### src/hw/lsu_pkg.sv
// load/store unit core-side types
// addresses, data words, access size and the request/response bundles
// exchanged with the execute stage

package lsu_pkg;

  // byte address as computed by the execute stage
  typedef logic [31:0] addr_t;
  // one data word, little endian
  typedef logic [31:0] data_t;
  // byte position inside a word
  typedef logic [1:0]  offset_t;

  // access size, encoding kept from the core decoder
  // 2'b11 is not listed but decodes as a byte as well
  typedef enum logic [1:0] {
    SIZE_WORD = 2'b00,
    SIZE_HALF = 2'b01,
    SIZE_BYTE = 2'b10
  } lsu_size_e;

  // request from the execute stage, held until req_done
  typedef struct packed {
    logic      req;
    logic      we;
    lsu_size_e size;
    logic      sign_ext;
    addr_t     addr;
    data_t     wdata;
  } lsu_req_t;

  // result back to the core, flags are single-cycle strobes
  typedef struct packed {
    data_t rdata;
    logic  rdata_valid;
    logic  resp_valid;
    logic  load_err;
    logic  store_err;
  } lsu_rsp_t;

endpackage

### src/hw/mem_bus_pkg.sv
// data memory bus types
// request/grant/response bus, one rvalid per grant, in order

package mem_bus_pkg;

  // one enable bit per byte lane
  typedef logic [3:0] be_t;

  // driven by the LSU, held stable until gnt
  typedef struct packed {
    logic           req;
    // always word aligned
    lsu_pkg::addr_t addr;
    logic           we;
    be_t            be;
    lsu_pkg::data_t wdata;
  } bus_req_t;

  // driven by memory
  typedef struct packed {
    logic           gnt;
    logic           rvalid;
    // qualified by rvalid
    logic           err;
    lsu_pkg::data_t rdata;
  } bus_rsp_t;

endpackage

### src/hw/lsu_fsm.sv
// load/store unit control FSM
// sequences one or two bus transactions per access, tracks the misaligned
// second half, the first-half bus error and the last address for the trap value

`timescale 1ns/1ps

module lsu_fsm (
  input  logic                  clk_i,
  input  logic                  rst_ni,
  input  lsu_pkg::lsu_req_t     lsu_req_i,
  input  mem_bus_pkg::bus_rsp_t bus_rsp_i,
  input  logic                  split_i,
  output logic                  bus_req_valid_o,
  output logic                  addr_incr_req_o,
  output lsu_pkg::addr_t        addr_last_o,
  output logic                  req_done_o,
  output logic                  busy_o,
  output logic                  ctrl_update_o,
  output logic                  rdata_update_o,
  output logic                  second_half_o,
  output logic                  resp_valid_o,
  output logic                  rdata_valid_o,
  output logic                  load_err_o,
  output logic                  store_err_o
);

  import lsu_pkg::*;

  typedef enum logic [2:0] {
    IDLE,
    WAIT_GNT_MIS,
    WAIT_RVALID_MIS,
    WAIT_GNT,
    WAIT_RVALID_MIS_GNTS_DONE
  } ls_state_e;

  ls_state_e state_q, state_d;

  // high once the first half of a split access is granted
  logic  mis_q, mis_d;
  // bus error seen on the first half
  logic  err_q, err_d;
  // write flag of the access in flight
  logic  we_q;
  logic  addr_update;
  logic  err_any;
  addr_t addr_w_aligned;
  addr_t addr_last_d, addr_last_q;

  assign addr_w_aligned = {lsu_req_i.addr[31:2], 2'b00};

  //////////////////////////////////////////////////
  // next state
  //////////////////////////////////////////////////

  always_comb begin
    state_d         = state_q;
    mis_d           = mis_q;
    err_d           = err_q;
    bus_req_valid_o = 1'b0;
    addr_incr_req_o = 1'b0;
    addr_update     = 1'b0;
    ctrl_update_o   = 1'b0;
    rdata_update_o  = 1'b0;

    unique case (state_q)
      IDLE: begin
        if (lsu_req_i.req) begin
          bus_req_valid_o = 1'b1;
          err_d           = 1'b0;
          if (bus_rsp_i.gnt) begin
            ctrl_update_o = 1'b1;
            addr_update   = 1'b1;
            mis_d         = split_i;
            state_d       = split_i ? WAIT_RVALID_MIS : IDLE;
          end else begin
            state_d       = split_i ? WAIT_GNT_MIS : WAIT_GNT;
          end
        end
      end

      WAIT_GNT_MIS: begin
        bus_req_valid_o = 1'b1;
        if (bus_rsp_i.gnt) begin
          ctrl_update_o = 1'b1;
          addr_update   = 1'b1;
          mis_d         = 1'b1;
          state_d       = WAIT_RVALID_MIS;
        end
      end

      WAIT_RVALID_MIS: begin
        // second request goes out, core moves to the next word
        bus_req_valid_o = 1'b1;
        addr_incr_req_o = 1'b1;
        if (bus_rsp_i.rvalid) begin
          err_d          = bus_rsp_i.err;
          // keep the upper bytes of the first word for loads
          rdata_update_o = ~we_q;
          state_d        = bus_rsp_i.gnt ? IDLE : WAIT_GNT;
          // a failing first half keeps its own address for the trap
          addr_update    = bus_rsp_i.gnt & ~bus_rsp_i.err;
          mis_d          = ~bus_rsp_i.gnt;
        end else if (bus_rsp_i.gnt) begin
          // both requests granted, first rvalid still outstanding
          state_d = WAIT_RVALID_MIS_GNTS_DONE;
          mis_d   = 1'b0;
        end
      end

      WAIT_GNT: begin
        addr_incr_req_o = mis_q;
        bus_req_valid_o = 1'b1;
        if (bus_rsp_i.gnt) begin
          ctrl_update_o = 1'b1;
          addr_update   = ~err_q;
          mis_d         = 1'b0;
          state_d       = IDLE;
        end
      end

      WAIT_RVALID_MIS_GNTS_DONE: begin
        // core still holds the second address for addr_last
        addr_incr_req_o = 1'b1;
        if (bus_rsp_i.rvalid) begin
          err_d          = bus_rsp_i.err;
          addr_update    = ~bus_rsp_i.err;
          rdata_update_o = ~we_q;
          state_d        = IDLE;
        end
      end

      default: begin
        state_d = IDLE;
      end
    endcase
  end

  // second half of a split access records the word it targets
  assign addr_last_d = addr_incr_req_o ? addr_w_aligned : lsu_req_i.addr;

  //////////////////////////////////////////////////
  // registers
  //////////////////////////////////////////////////

  always_ff @(posedge clk_i or negedge rst_ni) begin
    if (!rst_ni) begin
      state_q <= IDLE;
      mis_q   <= 1'b0;
      err_q   <= 1'b0;
    end else begin
      state_q <= state_d;
      mis_q   <= mis_d;
      err_q   <= err_d;
    end
  end

  always_ff @(posedge clk_i or negedge rst_ni) begin
    if (!rst_ni) begin
      we_q <= 1'b0;
    end else if (ctrl_update_o) begin
      we_q <= lsu_req_i.we;
    end
  end

  always_ff @(posedge clk_i or negedge rst_ni) begin
    if (!rst_ni) begin
      addr_last_q <= '0;
    end else if (addr_update) begin
      addr_last_q <= addr_last_d;
    end
  end

  //////////////////////////////////////////////////
  // outputs
  //////////////////////////////////////////////////

  // done once no further bus request is needed
  assign req_done_o    = (lsu_req_i.req | (state_q != IDLE)) & (state_d == IDLE);
  assign busy_o        = (state_q != IDLE);
  assign second_half_o = mis_q;
  assign addr_last_o   = addr_last_q;

  // either half failing fails the whole access
  assign err_any       = err_q | bus_rsp_i.err;
  // last rvalid of an access arrives with the FSM back in IDLE
  assign resp_valid_o  = bus_rsp_i.rvalid & (state_q == IDLE);
  assign rdata_valid_o = resp_valid_o & ~err_any & ~we_q;
  assign load_err_o    = resp_valid_o & err_any & ~we_q;
  assign store_err_o   = resp_valid_o & err_any & we_q;

  // state register only ever holds one of the five encodings
  a_state_legal : assert property (
    @(posedge clk_i) disable iff (!rst_ni)
    state_q inside {IDLE, WAIT_GNT_MIS, WAIT_RVALID_MIS, WAIT_GNT, WAIT_RVALID_MIS_GNTS_DONE}
  ) else $error("lsu_fsm in illegal state");

  // granted second request must target the word right after the first one
  a_second_word : assert property (
    @(posedge clk_i) disable iff (!rst_ni)
    (bus_req_valid_o && addr_incr_req_o && bus_rsp_i.gnt) |->
      (lsu_req_i.addr[31:2] == addr_last_q[31:2] + 30'd1)
  ) else $error("second half of split access not at next word");

endmodule

### src/hw/lsu_store_align.sv
// store-side datapath of the load/store unit
// byte enables per size and offset, write data lane rotation, split decision

`timescale 1ns/1ps

module lsu_store_align (
  input  lsu_pkg::lsu_req_t lsu_req_i,
  input  logic              second_half_i,
  output logic              split_o,
  output mem_bus_pkg::be_t  be_o,
  output lsu_pkg::data_t    wdata_o
);

  import lsu_pkg::*;
  import mem_bus_pkg::*;

  offset_t offset;
  be_t     be_word;
  be_t     be_half;
  be_t     be_byte;

  // offset stays the same on both halves, the core adds 4 to the address
  assign offset = lsu_req_i.addr[1:0];

  //////////////////////////////////////////////////
  // byte enables
  //////////////////////////////////////////////////

  always_comb begin
    if (!second_half_i) begin
      // first word, lanes from offset upward
      unique case (offset)
        2'b00:   be_word = 4'b1111;
        2'b01:   be_word = 4'b1110;
        2'b10:   be_word = 4'b1100;
        default: be_word = 4'b1000;
      endcase
    end else begin
      // spill into the low lanes of the next word
      unique case (offset)
        2'b01:   be_word = 4'b0001;
        2'b10:   be_word = 4'b0011;
        2'b11:   be_word = 4'b0111;
        default: be_word = 4'b0000;
      endcase
    end
  end

  always_comb begin
    if (!second_half_i) begin
      unique case (offset)
        2'b00:   be_half = 4'b0011;
        2'b01:   be_half = 4'b0110;
        2'b10:   be_half = 4'b1100;
        default: be_half = 4'b1000;
      endcase
    end else begin
      // only offset 3 splits, upper byte lands in lane 0
      be_half = 4'b0001;
    end
  end

  assign be_byte = be_t'(4'b0001 << offset);

  always_comb begin
    case (lsu_req_i.size)
      SIZE_WORD: be_o = be_word;
      SIZE_HALF: be_o = be_half;
      // 2'b10 and 2'b11 are both bytes
      default:   be_o = be_byte;
    endcase
  end

  // rotate so byte 0 of the store data sits in lane offset
  always_comb begin
    unique case (offset)
      2'b00:   wdata_o = lsu_req_i.wdata;
      2'b01:   wdata_o = {lsu_req_i.wdata[23:0], lsu_req_i.wdata[31:24]};
      2'b10:   wdata_o = {lsu_req_i.wdata[15:0], lsu_req_i.wdata[31:16]};
      default: wdata_o = {lsu_req_i.wdata[7:0], lsu_req_i.wdata[31:8]};
    endcase
  end

  // accesses that cross a word boundary need two bus transactions
  assign split_o = ((lsu_req_i.size == SIZE_WORD) && (offset != 2'b00)) ||
                   ((lsu_req_i.size == SIZE_HALF) && (offset == 2'b11));

  // every request phase, first or second half, writes or reads some lane
  always_comb begin
    if (lsu_req_i.req) begin
      a_be_nonzero : assert final (be_o != '0)
        else $error("byte enables empty during request");
    end
  end

endmodule

### src/hw/lsu_load_align.sv
// load-side datapath of the load/store unit
// keeps the access attributes and the upper bytes of a first read word,
// then realigns the returned data and zero- or sign-extends halves and bytes

`timescale 1ns/1ps

module lsu_load_align (
  input  logic              clk_i,
  input  logic              rst_ni,
  input  lsu_pkg::lsu_req_t lsu_req_i,
  input  logic              ctrl_update_i,
  input  logic              rdata_update_i,
  input  lsu_pkg::data_t    rdata_i,
  output lsu_pkg::data_t    rdata_o
);

  import lsu_pkg::*;

  offset_t     offset_q;
  lsu_size_e   size_q;
  logic        sign_ext_q;
  // bytes 1..3 of the first word of a split load
  logic [23:0] upper_q;

  data_t       word_ext;
  logic [15:0] half_raw;
  logic [7:0]  byte_raw;

  //////////////////////////////////////////////////
  // registers
  //////////////////////////////////////////////////

  // attributes taken at grant, response comes later
  always_ff @(posedge clk_i or negedge rst_ni) begin
    if (!rst_ni) begin
      offset_q   <= '0;
      size_q     <= SIZE_WORD;
      sign_ext_q <= 1'b0;
    end else if (ctrl_update_i) begin
      offset_q   <= lsu_req_i.addr[1:0];
      size_q     <= lsu_req_i.size;
      sign_ext_q <= lsu_req_i.sign_ext;
    end
  end

  always_ff @(posedge clk_i) begin
    if (rdata_update_i) begin
      upper_q <= rdata_i[31:8];
    end
  end

  //////////////////////////////////////////////////
  // realignment
  //////////////////////////////////////////////////

  // low bytes of the new word complete the held upper bytes
  always_comb begin
    unique case (offset_q)
      2'b00:   word_ext = rdata_i;
      2'b01:   word_ext = {rdata_i[7:0], upper_q[23:0]};
      2'b10:   word_ext = {rdata_i[15:0], upper_q[23:8]};
      default: word_ext = {rdata_i[23:0], upper_q[23:16]};
    endcase
  end

  always_comb begin
    unique case (offset_q)
      2'b00:   half_raw = rdata_i[15:0];
      2'b01:   half_raw = rdata_i[23:8];
      2'b10:   half_raw = rdata_i[31:16];
      // crosses the word, upper byte from the second word
      default: half_raw = {rdata_i[7:0], upper_q[23:16]};
    endcase
  end

  always_comb begin
    unique case (offset_q)
      2'b00:   byte_raw = rdata_i[7:0];
      2'b01:   byte_raw = rdata_i[15:8];
      2'b10:   byte_raw = rdata_i[23:16];
      default: byte_raw = rdata_i[31:24];
    endcase
  end

  // extend with the sign bit only when asked
  always_comb begin
    case (size_q)
      SIZE_WORD: rdata_o = word_ext;
      SIZE_HALF: rdata_o = {{16{sign_ext_q & half_raw[15]}}, half_raw};
      default:   rdata_o = {{24{sign_ext_q & byte_raw[7]}}, byte_raw};
    endcase
  end

  // size selects the output mux on every response
  a_size_known : assert property (
    @(posedge clk_i) disable iff (!rst_ni)
    !$isunknown(size_q)
  ) else $error("registered load size unknown");

endmodule

### src/hw/lsu_top.sv
// load/store unit top level
// joins the control FSM and the store/load datapaths, packs the core
// and data bus structs

`timescale 1ns/1ps

module lsu_top (
  input  logic                  clk_i,
  input  logic                  rst_ni,
  // core side, held until req_done_o
  // during addr_incr_req_o the core presents the first address plus 4
  input  lsu_pkg::lsu_req_t     lsu_req_i,
  output lsu_pkg::lsu_rsp_t     lsu_rsp_o,
  // data memory bus
  output mem_bus_pkg::bus_req_t bus_req_o,
  input  mem_bus_pkg::bus_rsp_t bus_rsp_i,
  output logic                  addr_incr_req_o,
  output lsu_pkg::addr_t        addr_last_o,
  output logic                  req_done_o,
  output logic                  busy_o
);

  import lsu_pkg::*;
  import mem_bus_pkg::*;

  logic  bus_req_valid;
  logic  split;
  logic  ctrl_update;
  logic  rdata_update;
  logic  second_half;
  logic  resp_valid;
  logic  rdata_valid;
  logic  load_err;
  logic  store_err;
  be_t   be;
  data_t wdata;
  data_t rdata;

  lsu_fsm u_fsm (
    .clk_i           (clk_i),
    .rst_ni          (rst_ni),
    .lsu_req_i       (lsu_req_i),
    .bus_rsp_i       (bus_rsp_i),
    .split_i         (split),
    .bus_req_valid_o (bus_req_valid),
    .addr_incr_req_o (addr_incr_req_o),
    .addr_last_o     (addr_last_o),
    .req_done_o      (req_done_o),
    .busy_o          (busy_o),
    .ctrl_update_o   (ctrl_update),
    .rdata_update_o  (rdata_update),
    .second_half_o   (second_half),
    .resp_valid_o    (resp_valid),
    .rdata_valid_o   (rdata_valid),
    .load_err_o      (load_err),
    .store_err_o     (store_err)
  );

  lsu_store_align u_store_align (
    .lsu_req_i     (lsu_req_i),
    .second_half_i (second_half),
    .split_o       (split),
    .be_o          (be),
    .wdata_o       (wdata)
  );

  lsu_load_align u_load_align (
    .clk_i          (clk_i),
    .rst_ni         (rst_ni),
    .lsu_req_i      (lsu_req_i),
    .ctrl_update_i  (ctrl_update),
    .rdata_update_i (rdata_update),
    .rdata_i        (bus_rsp_i.rdata),
    .rdata_o        (rdata)
  );

  // bus always sees the word address, lanes chosen by be
  assign bus_req_o.req   = bus_req_valid;
  assign bus_req_o.addr  = {lsu_req_i.addr[31:2], 2'b00};
  assign bus_req_o.we    = lsu_req_i.we;
  assign bus_req_o.be    = be;
  assign bus_req_o.wdata = wdata;

  assign lsu_rsp_o.rdata       = rdata;
  assign lsu_rsp_o.rdata_valid = rdata_valid;
  assign lsu_rsp_o.resp_valid  = resp_valid;
  assign lsu_rsp_o.load_err    = load_err;
  assign lsu_rsp_o.store_err   = store_err;

endmodule

### config.mk
export PLATFORM = sky130hd
export DESIGN_NAME = lsu_top
export DESIGN_NICKNAME = d
export VERILOG_FILES = /design/src/hw/lsu_pkg.sv /design/src/hw/mem_bus_pkg.sv /design/src/hw/lsu_fsm.sv /design/src/hw/lsu_store_align.sv /design/src/hw/lsu_load_align.sv /design/src/hw/lsu_top.sv
export SDC_FILE = /design/constraint.sdc
export NUM_CORES = 1
export LEC_CHECK = 0
export ABC_CLOCK_PERIOD_IN_PS = 3000
export BUFFER_PORTS_ARGS = -buffer_cell sky130_fd_sc_hd__buf_2
export CORE_MARGIN = 2
export CORE_UTILIZATION = 44
export DETAILED_ROUTE_END_ITERATION = 6
export GPL_TIMING_DRIVEN = 0
export PLACE_DENSITY = 0.83
export SLEW_MARGIN = 5
export SYNTH_ARGS = -nofsm -noshare
export SYNTH_HDL_FRONTEND = slang
export SYNTH_SLANG_ARGS = --single-unit
### constraint.sdc
create_clock -name clk_i -period 3 [get_ports clk_i]
set_input_delay 0.3 -clock clk_i [delete_from_list [all_inputs] [get_ports clk_i]]
set_output_delay 0.3 -clock clk_i [all_outputs]
set_load 0.01 [all_outputs]
==> impl_metrics.env, run 1 <==
export IMPL_status="completed"
export IMPL_synth_edf_count=24
export IMPL_drv_slew=0
export IMPL_io_pins=247
export IMPL_path_max_fanout=10
export IMPL_yosys_warnings=0
export IMPL_synthToLayoutAreaGrowth_pct=31.41
export IMPL_ys_seq_area_share_pct=31.68
export IMPL_dp_cells=990
export IMPL_dieArea_sq_um=13810
export IMPL_critical_path_class="register to output pin"
export IMPL_yosysTopAreaCell="dfrtp_1"
export IMPL_pwr_share_seq_pct=23.5
export IMPL_synth_top_area_share_pct=18.97
export IMPL_via_per_inst=5.804
export IMPL_slew_headroom_pct=36.99
export IMPL_ant_nets=0
export IMPL_p_int_w=0.003677
export IMPL_hold_viol_final=0
export IMPL_rows=41
export IMPL_synth_main_ff_cell="dfrtp_1"
export IMPL_drtIter0Drc=746
export IMPL_globalRouteOverflowTotal=0
export IMPL_syn_inst=574
export IMPL_synth_area_sq_um=5672
export IMPL_hold_class="primary input to async pin"
export IMPL_required_ns=2.70
export IMPL_cap_violations=0
export IMPL_fin_crit_sh_pct=92.13
export IMPL_cts_resized=0
export IMPL_p_per_area_nw_per_um2=843.9
export IMPL_switching_share_pct=41.53
export IMPL_wl_per_cell_um=18.60
export IMPL_num_fill_cells=1123
export IMPL_whs_ns=0.1015
export IMPL_drive_above_1_share_pct=46.70
export IMPL_dp_hpwl_um=13800
export IMPL_antenna_found_initial=1
export IMPL_cts_tree="yes"
export IMPL_via_count=5839
export IMPL_avgSynthCellArea_sq_um=9.881
export IMPL_ys_ff_latch=67
export IMPL_grt_first_pass_wirelength_um=29370
export IMPL_cts_sinks=67
export IMPL_synth_most_common_cell="mux2i_1"
export IMPL_synthTopCellsByArea="dfrtp_1, edfxtp_1, mux2i_1"
export IMPL_firstDrtPassIters=6
export IMPL_clk_pin_slew_ns=0.06
export IMPL_gp_congestion=0.9357
export IMPL_critPathLaunchType="register"
export IMPL_tightest_slew_ns=0.9452
export IMPL_start_util_pct=44.94
export IMPL_grt_max_degree=44
export IMPL_drc=0
export IMPL_fin_util_pct=59.06
export IMPL_nets=941
export IMPL_synthArstFlopShare_pct=64.18
export IMPL_period_minus_slack_ns=2.764
export IMPL_io_buffers=242
export IMPL_ir_drop_uv=375.3
export IMPL_synth_cell_types=56
export IMPL_rsz0062_at_grt="false"
export IMPL_clkPwrFrac_pct=17.5
export IMPL_cts_path_max_buffers=2
export IMPL_synth_common_cells="mux2i_1, inv_1, buf_4, dfrtp_1, nand2_1"
export IMPL_track_usage_pct=26.19
export IMPL_p_leak_nw=3.670
export IMPL_final_instance_count_excl_fill=1006
export IMPL_die_y_um=117.5
export IMPL_root_buffer="clkbuf_16"
export IMPL_die_width_um=117.5
export IMPL_worstPathArrival_ns=2.46
export IMPL_power_frac_comb_pct=59.0
export IMPL_setup_violations=0
export IMPL_numCtsBuffers=9
export IMPL_clock_skew_ns=0.009985
export IMPL_drt_total_wl_um=18710
export IMPL_cts_setup_buffers=0
export IMPL_worst_setup_path_end_kind="output pin"
export IMPL_core_area_sq_um=12620
export IMPL_clock_fmax_mhz=361.8
export IMPL_grt_pass1_vias=5762
export IMPL_clk_latency_ns=0.34
export IMPL_h_tree_depth=3
export IMPL_cts_hold_buf=0
export IMPL_p_sw_w=0.002612
export IMPL_tns_ns=0
-- cell type report --
cell class,instances,area (sq um),share of cell area (%)
tap,172,215.2,2.887
clock buffer,10,250.2,3.357
antenna,1,2.502,0.03357
inverter,47,176.4,2.367
buffer,87,564.3,7.571
timing repair buffer,243,1239,16.62
sequential,67,1797,24.11
clock inverter,5,58.81,0.7890
multi-input combinational,374,3151,42.27
-- sequential cells by signal (all words and copies together) (netlist names), 2 cells and up --
| name | cells |
|---|---|
| u_load_align.offset_q | 2 |
| u_fsm.addr_last_o | 32 |
| u_load_align.size_q | 2 |
| u_load_align.upper_q | 24 |
| u_fsm.state_q | 3 |
-- cell usage in the layout (no fill, tap or decap), drive strengths merged, types with 24 or more instances in the layout --
cell type	netlist	final
mux2	48	48
buf	66	309
edfxtp	24	24
a222oi	32	32
nand2	41	41
clkbuf	21	31
inv	46	48
dfrtp	43	43
mux2i	53	53
nor2	36	36
o21ai	25	25
-- critical path: stages, from the launching register on --
cell and delay (ns):
dfrtp_1 0.31, buf_2 0.31, or2_2 0.17, clkbuf_1 0.31
clkbuf_1 0.48, a221oi_1 0.15, a21oi_1 0.21, buf_2 0.17
-- stage by stage --
stage	total power, W	area (sq um)	setup WS (ns)
after detailed placement	0.005129	7142	0.6234
final	0.006290	7453	0.2362
after CTS	0.006253	7451	0.3234
after global routing	0.006623	7453	0.1538
after global placement	0.005053	7102	-1.109
after floorplan	0.003853	5675	0.07224
-- power by group through the flow --
stage | logic, W | clock network, W | registers [W]
2_1_floorplan | 0.00230 | 0 | 0.00156
3_3_place_gp | 0.00359 | 0 | 0.00147
3_5_place_dp | 0.00365 | 0 | 0.00148
4_1_cts | 0.00367 | 0.00111 | 0.00147
5_1_grt | 0.00396 | 0.00115 | 0.00151
6_report | 0.00371 | 0.00110 | 0.00148
-- final timing paths --
check,from,cells past startpoint,slack [ns],endpoint
max,u_load_align.size_q[1],7,0.24,lsu_rsp_o[8]
min,rst_ni,1,0.10,u_fsm.addr_last_o[2]
max in group asynchronous,rst_ni,1,2.30,u_fsm.addr_last_o[21]
min reg2reg,u_fsm.addr_last_o[23],1,0.51,u_fsm.addr_last_o[23]
max reg2reg,u_fsm.state_q[0],3,1.13,u_load_align.upper_q[13]
min in group clk_i,bus_rsp_i[26],1,0.18,u_load_align.upper_q[18]
-- routing by layer --
layer	global-route usage, %	vias up	part of all wire, %
met5	0	-	0
met4	11.82	0	3.1
met3	6.008	61	9.5
met2	43.31	394	48
met1	32.69	2760	40
li1	-	2624	-
-- cell families (layout without fill, tap and decap cells) --
| family | Yosys count | in the layout | share of synthesized area [%] |
|---|---|---|---|
| compound gates | 145 | 145 | 20.19 |
| fa+ha+maj | 6 | 6 | 1.324 |
| buf+inv | 134 | 392 | 13.06 |
| flops | 67 | 67 | 31.68 |
| mux | 111 | 111 | 24.77 |
| other cells | 1 | 3 | 0.06612 |
| simple gates | 110 | 110 | 8.913 |
(Power assumes the default switching activity.)
==> run 2: changes to the inputs <==
Settings changed: BUFFER_PORTS_ARGS -buffer_cell sky130_fd_sc_hd__buf_2 to -buffer_cell sky130_fd_sc_hd__buf_4, SYNTH_HIERARCHICAL set to 1.
==> run 2 against run 1 <==
Effect of this change: first-iteration DRC count rose by 17%; sequential power fell by 7%; clock-buffer cell count rose by 1; die area fell by 0.75%; power fell by 2.8%; the flow now finishes with violations (DRC); critical path depth did not move; final cell count fell by 1.3%; non-clock buffer count rose by 7; critical path type unchanged; combinational power fell by 1%; clock skew fell by 0.0010 ns.
==> impl_metrics.env, run 2 <==
export IMPL_status="finished with violations"
export IMPL_violations="DRC"
export IMPL_h_tree_depth=3
export IMPL_fin_crit_sh_pct=95.23
export IMPL_synth_most_common_cell="dfrtp_1"
export IMPL_rsz0062_at_grt="false"
export IMPL_drc=16
export IMPL_via_per_inst=5.928
export IMPL_drt_total_wl_um=19250
export IMPL_synth_area_sq_um=5628
export IMPL_firstDrtPassIters=7
export IMPL_path_max_fanout=10
export IMPL_via_count=5887
export IMPL_cts_sinks=67
export IMPL_final_instance_count_excl_fill=993
export IMPL_worstPathArrival_ns=2.56
export IMPL_p_leak_nw=3.825
export IMPL_wl_per_cell_um=19.39
export IMPL_ys_ff_latch=67
export IMPL_hold_viol_final=0
export IMPL_cts_resized=0
export IMPL_slew_headroom_pct=41.54
export IMPL_largest_reg_flops=32
export IMPL_antenna_diode_count=0
export IMPL_grt_first_pass_wirelength_um=29170
export IMPL_root_buffer="clkbuf_16"
export IMPL_dp_hpwl_um=13970
export IMPL_clock_fmax_mhz=350.0
export IMPL_clock_skew_ns=0.008937
export IMPL_drv_slew=0
export IMPL_dieArea_sq_um=13710
export IMPL_die_width_um=117.1
export IMPL_layout_common_cells="buf_4, dfrtp_1, mux2i_1"
export IMPL_grt_pass1_vias=5567
export IMPL_synth_cell_types=56
export IMPL_io_pins=247
export IMPL_yosysTopAreaCell="dfrtp_1"
export IMPL_place_ws_ns=0.4861
export IMPL_die_y_um=117.1
export IMPL_synth_common_cells="dfrtp_1, mux2i_1, buf_4, inv_1, a222oi_1"
export IMPL_gp_congestion=0.9508
export IMPL_critPathLaunchType="register"
export IMPL_syn_inst=557
export IMPL_required_ns=2.70
export IMPL_ant_nets=0
export IMPL_tightest_slew_ns=0.8769
export IMPL_synth_top_area_share_pct=19.12
export IMPL_hold_class="primary input to register"
export IMPL_ys_seq_area_share_pct=31.93
export IMPL_numCtsBuffers=9
export IMPL_worst_setup_path_end_kind="output pin"
export IMPL_cts_path_max_buffers=2
export IMPL_clk_latency_ns=0.33
export IMPL_start_util_pct=44.78
export IMPL_clk_pin_slew_ns=0.06
export IMPL_critical_path_class="register to output pin"
export IMPL_yosys_warnings=6
export IMPL_drtIter0Drc=873
export IMPL_r2r_setup_slack_ns=0.80
export IMPL_nets=928
export IMPL_cts_tree="yes"
export IMPL_rows=41
export IMPL_cap_violations=0
export IMPL_synth_main_ff_cell="dfrtp_1"
export IMPL_grt_max_degree=44
export IMPL_globalRouteOverflowTotal=0
export IMPL_avgSynthCellArea_sq_um=10.10
export IMPL_dp_cells=976
export IMPL_period_minus_slack_ns=2.857
export IMPL_synthTopCellsByArea="dfrtp_1, edfxtp_1, mux2_4"
export IMPL_drive_above_1_share_pct=48.84
export IMPL_core_area_sq_um=12570
export IMPL_synth_edf_count=24
export IMPL_track_usage_pct=27.28
export IMPL_antenna_found_initial=0
export IMPL_synthToLayoutAreaGrowth_pct=42.51
export IMPL_synthArstFlopShare_pct=64.18
export IMPL_io_buffers=244
export IMPL_setup_ws_ns=0.1430
export IMPL_final_common_cell="buf_4"
export IMPL_setup_violations=0
export IMPL_ir_drop_uv=564.3
export IMPL_p_per_area_nw_per_um2=762.5
run 2: cell types whose count changed in the layout (fill, tap and decap cells not counted), sizes merged, moves of 8 or more:
cell    previous run  this run
a21oi             19         8
buf              309       323
nand2             41        16
o31ai             13         3
a22oi              0         9
a211oi             3        30
o32a               0         8
o21ai             25        35
o221ai             6        15
nor2              36        28
mux2i             53        42
nor2b              6        26
run 2: layer usage:
| metal | global-route usage (%) | share of wire [%] | vias to the layer above |
|---|---|---|---|
| li1 | - | - | 2594 |
| met1 | 35.55 | 38 | 2775 |
| met2 | 44.93 | 49 | 454 |
| met3 | 7.209 | 11 | 64 |
| met4 | 7.765 | 2.6 | 0 |
| met5 | 0 | 0 | - |
run 2: final timing paths:
kind	start	end	cells past startpoint
max in group asynchronous	rst_ni	u_load_align/size_q[0]	2
worst max-delay path	u_load_align/offset_q[1]	lsu_rsp_o[9]	7
min in group asynchronous	rst_ni	u_fsm/addr_last_o[24]	2
worst min-delay path	bus_rsp_i[28]	u_load_align/upper_q[20]	1
worst max register to register	u_fsm/state_q[1]	u_load_align/upper_q[7]	6
worst min register to register	u_fsm/addr_last_o[28]	u_fsm/addr_last_o[28]	1
run 2: layout make-up:
class                      instances  area [sq um]
buffer                            90         641.9
clock buffer                      11         242.7
clock inverter                     5         61.31
fill                            1051          4548
inverter                          43         161.4
multi-input combinational        358          3037
sequential                        67          1797
tap                              172         215.2
timing repair buffer             247          1864
run 2: timing repair:
action,4_1_cts,5_1_grt
setup buffers,0,0
hold endpoints to repair,43,0
hold buffers,1,0
run 2: critical path, stage by stage, from the launching register on:
cell	delay, ns
dfrtp_1	0.37
buf_6	0.14
buf_4	0.18
clkbuf_1	0.27
nor2_1	0.62
a222oi_1	0.20
a22oi_1	0.27
buf_4	0.17
run 2: logic make-up after synthesis:
| kind of cell | after synthesis | share of synthesized area [%] |
|---|---|---|
| adder cells (fa/ha/maj) | 6 | 1.334 |
| multiplexers | 87 | 18.94 |
| AND/OR/NAND/NOR | 92 | 8.670 |
| other | 1 | 0.06663 |
| buffers and inverters | 133 | 14.27 |
| flip-flops | 67 | 31.93 |
| AO/OA/AOI/OAI | 171 | 24.79 |
run 2: stage by stage:
| step | utilization [%] | total power [W] | hold slack, ns | instance area [sq um] | setup TNS, ns |
|---|---|---|---|---|---|
| after floorplan | - | 0.003417 | 0.004409 | 5632 | 0 |
| after global placement | 61.10 | 0.004919 | 0.3243 | 7679 | -22.52 |
| after detailed placement | 61.31 | 0.004980 | 0.3246 | 7706 | 0 |
| after CTS | 63.81 | 0.006086 | 0.1663 | 8020 | 0 |
| after global routing | 63.81 | 0.006431 | 0.1632 | 8020 | 0 |
| final | 63.81 | 0.006116 | 0.1802 | 8020 | 0 |
run 2: where the power goes:
group          switching [W]  internal [W]  total (W)  leakage, nW
Sequential          0.000168       0.00121    0.00138        0.727
Clock               0.000408      0.000671    0.00108        0.150
Combinational        0.00186       0.00180    0.00366         2.95
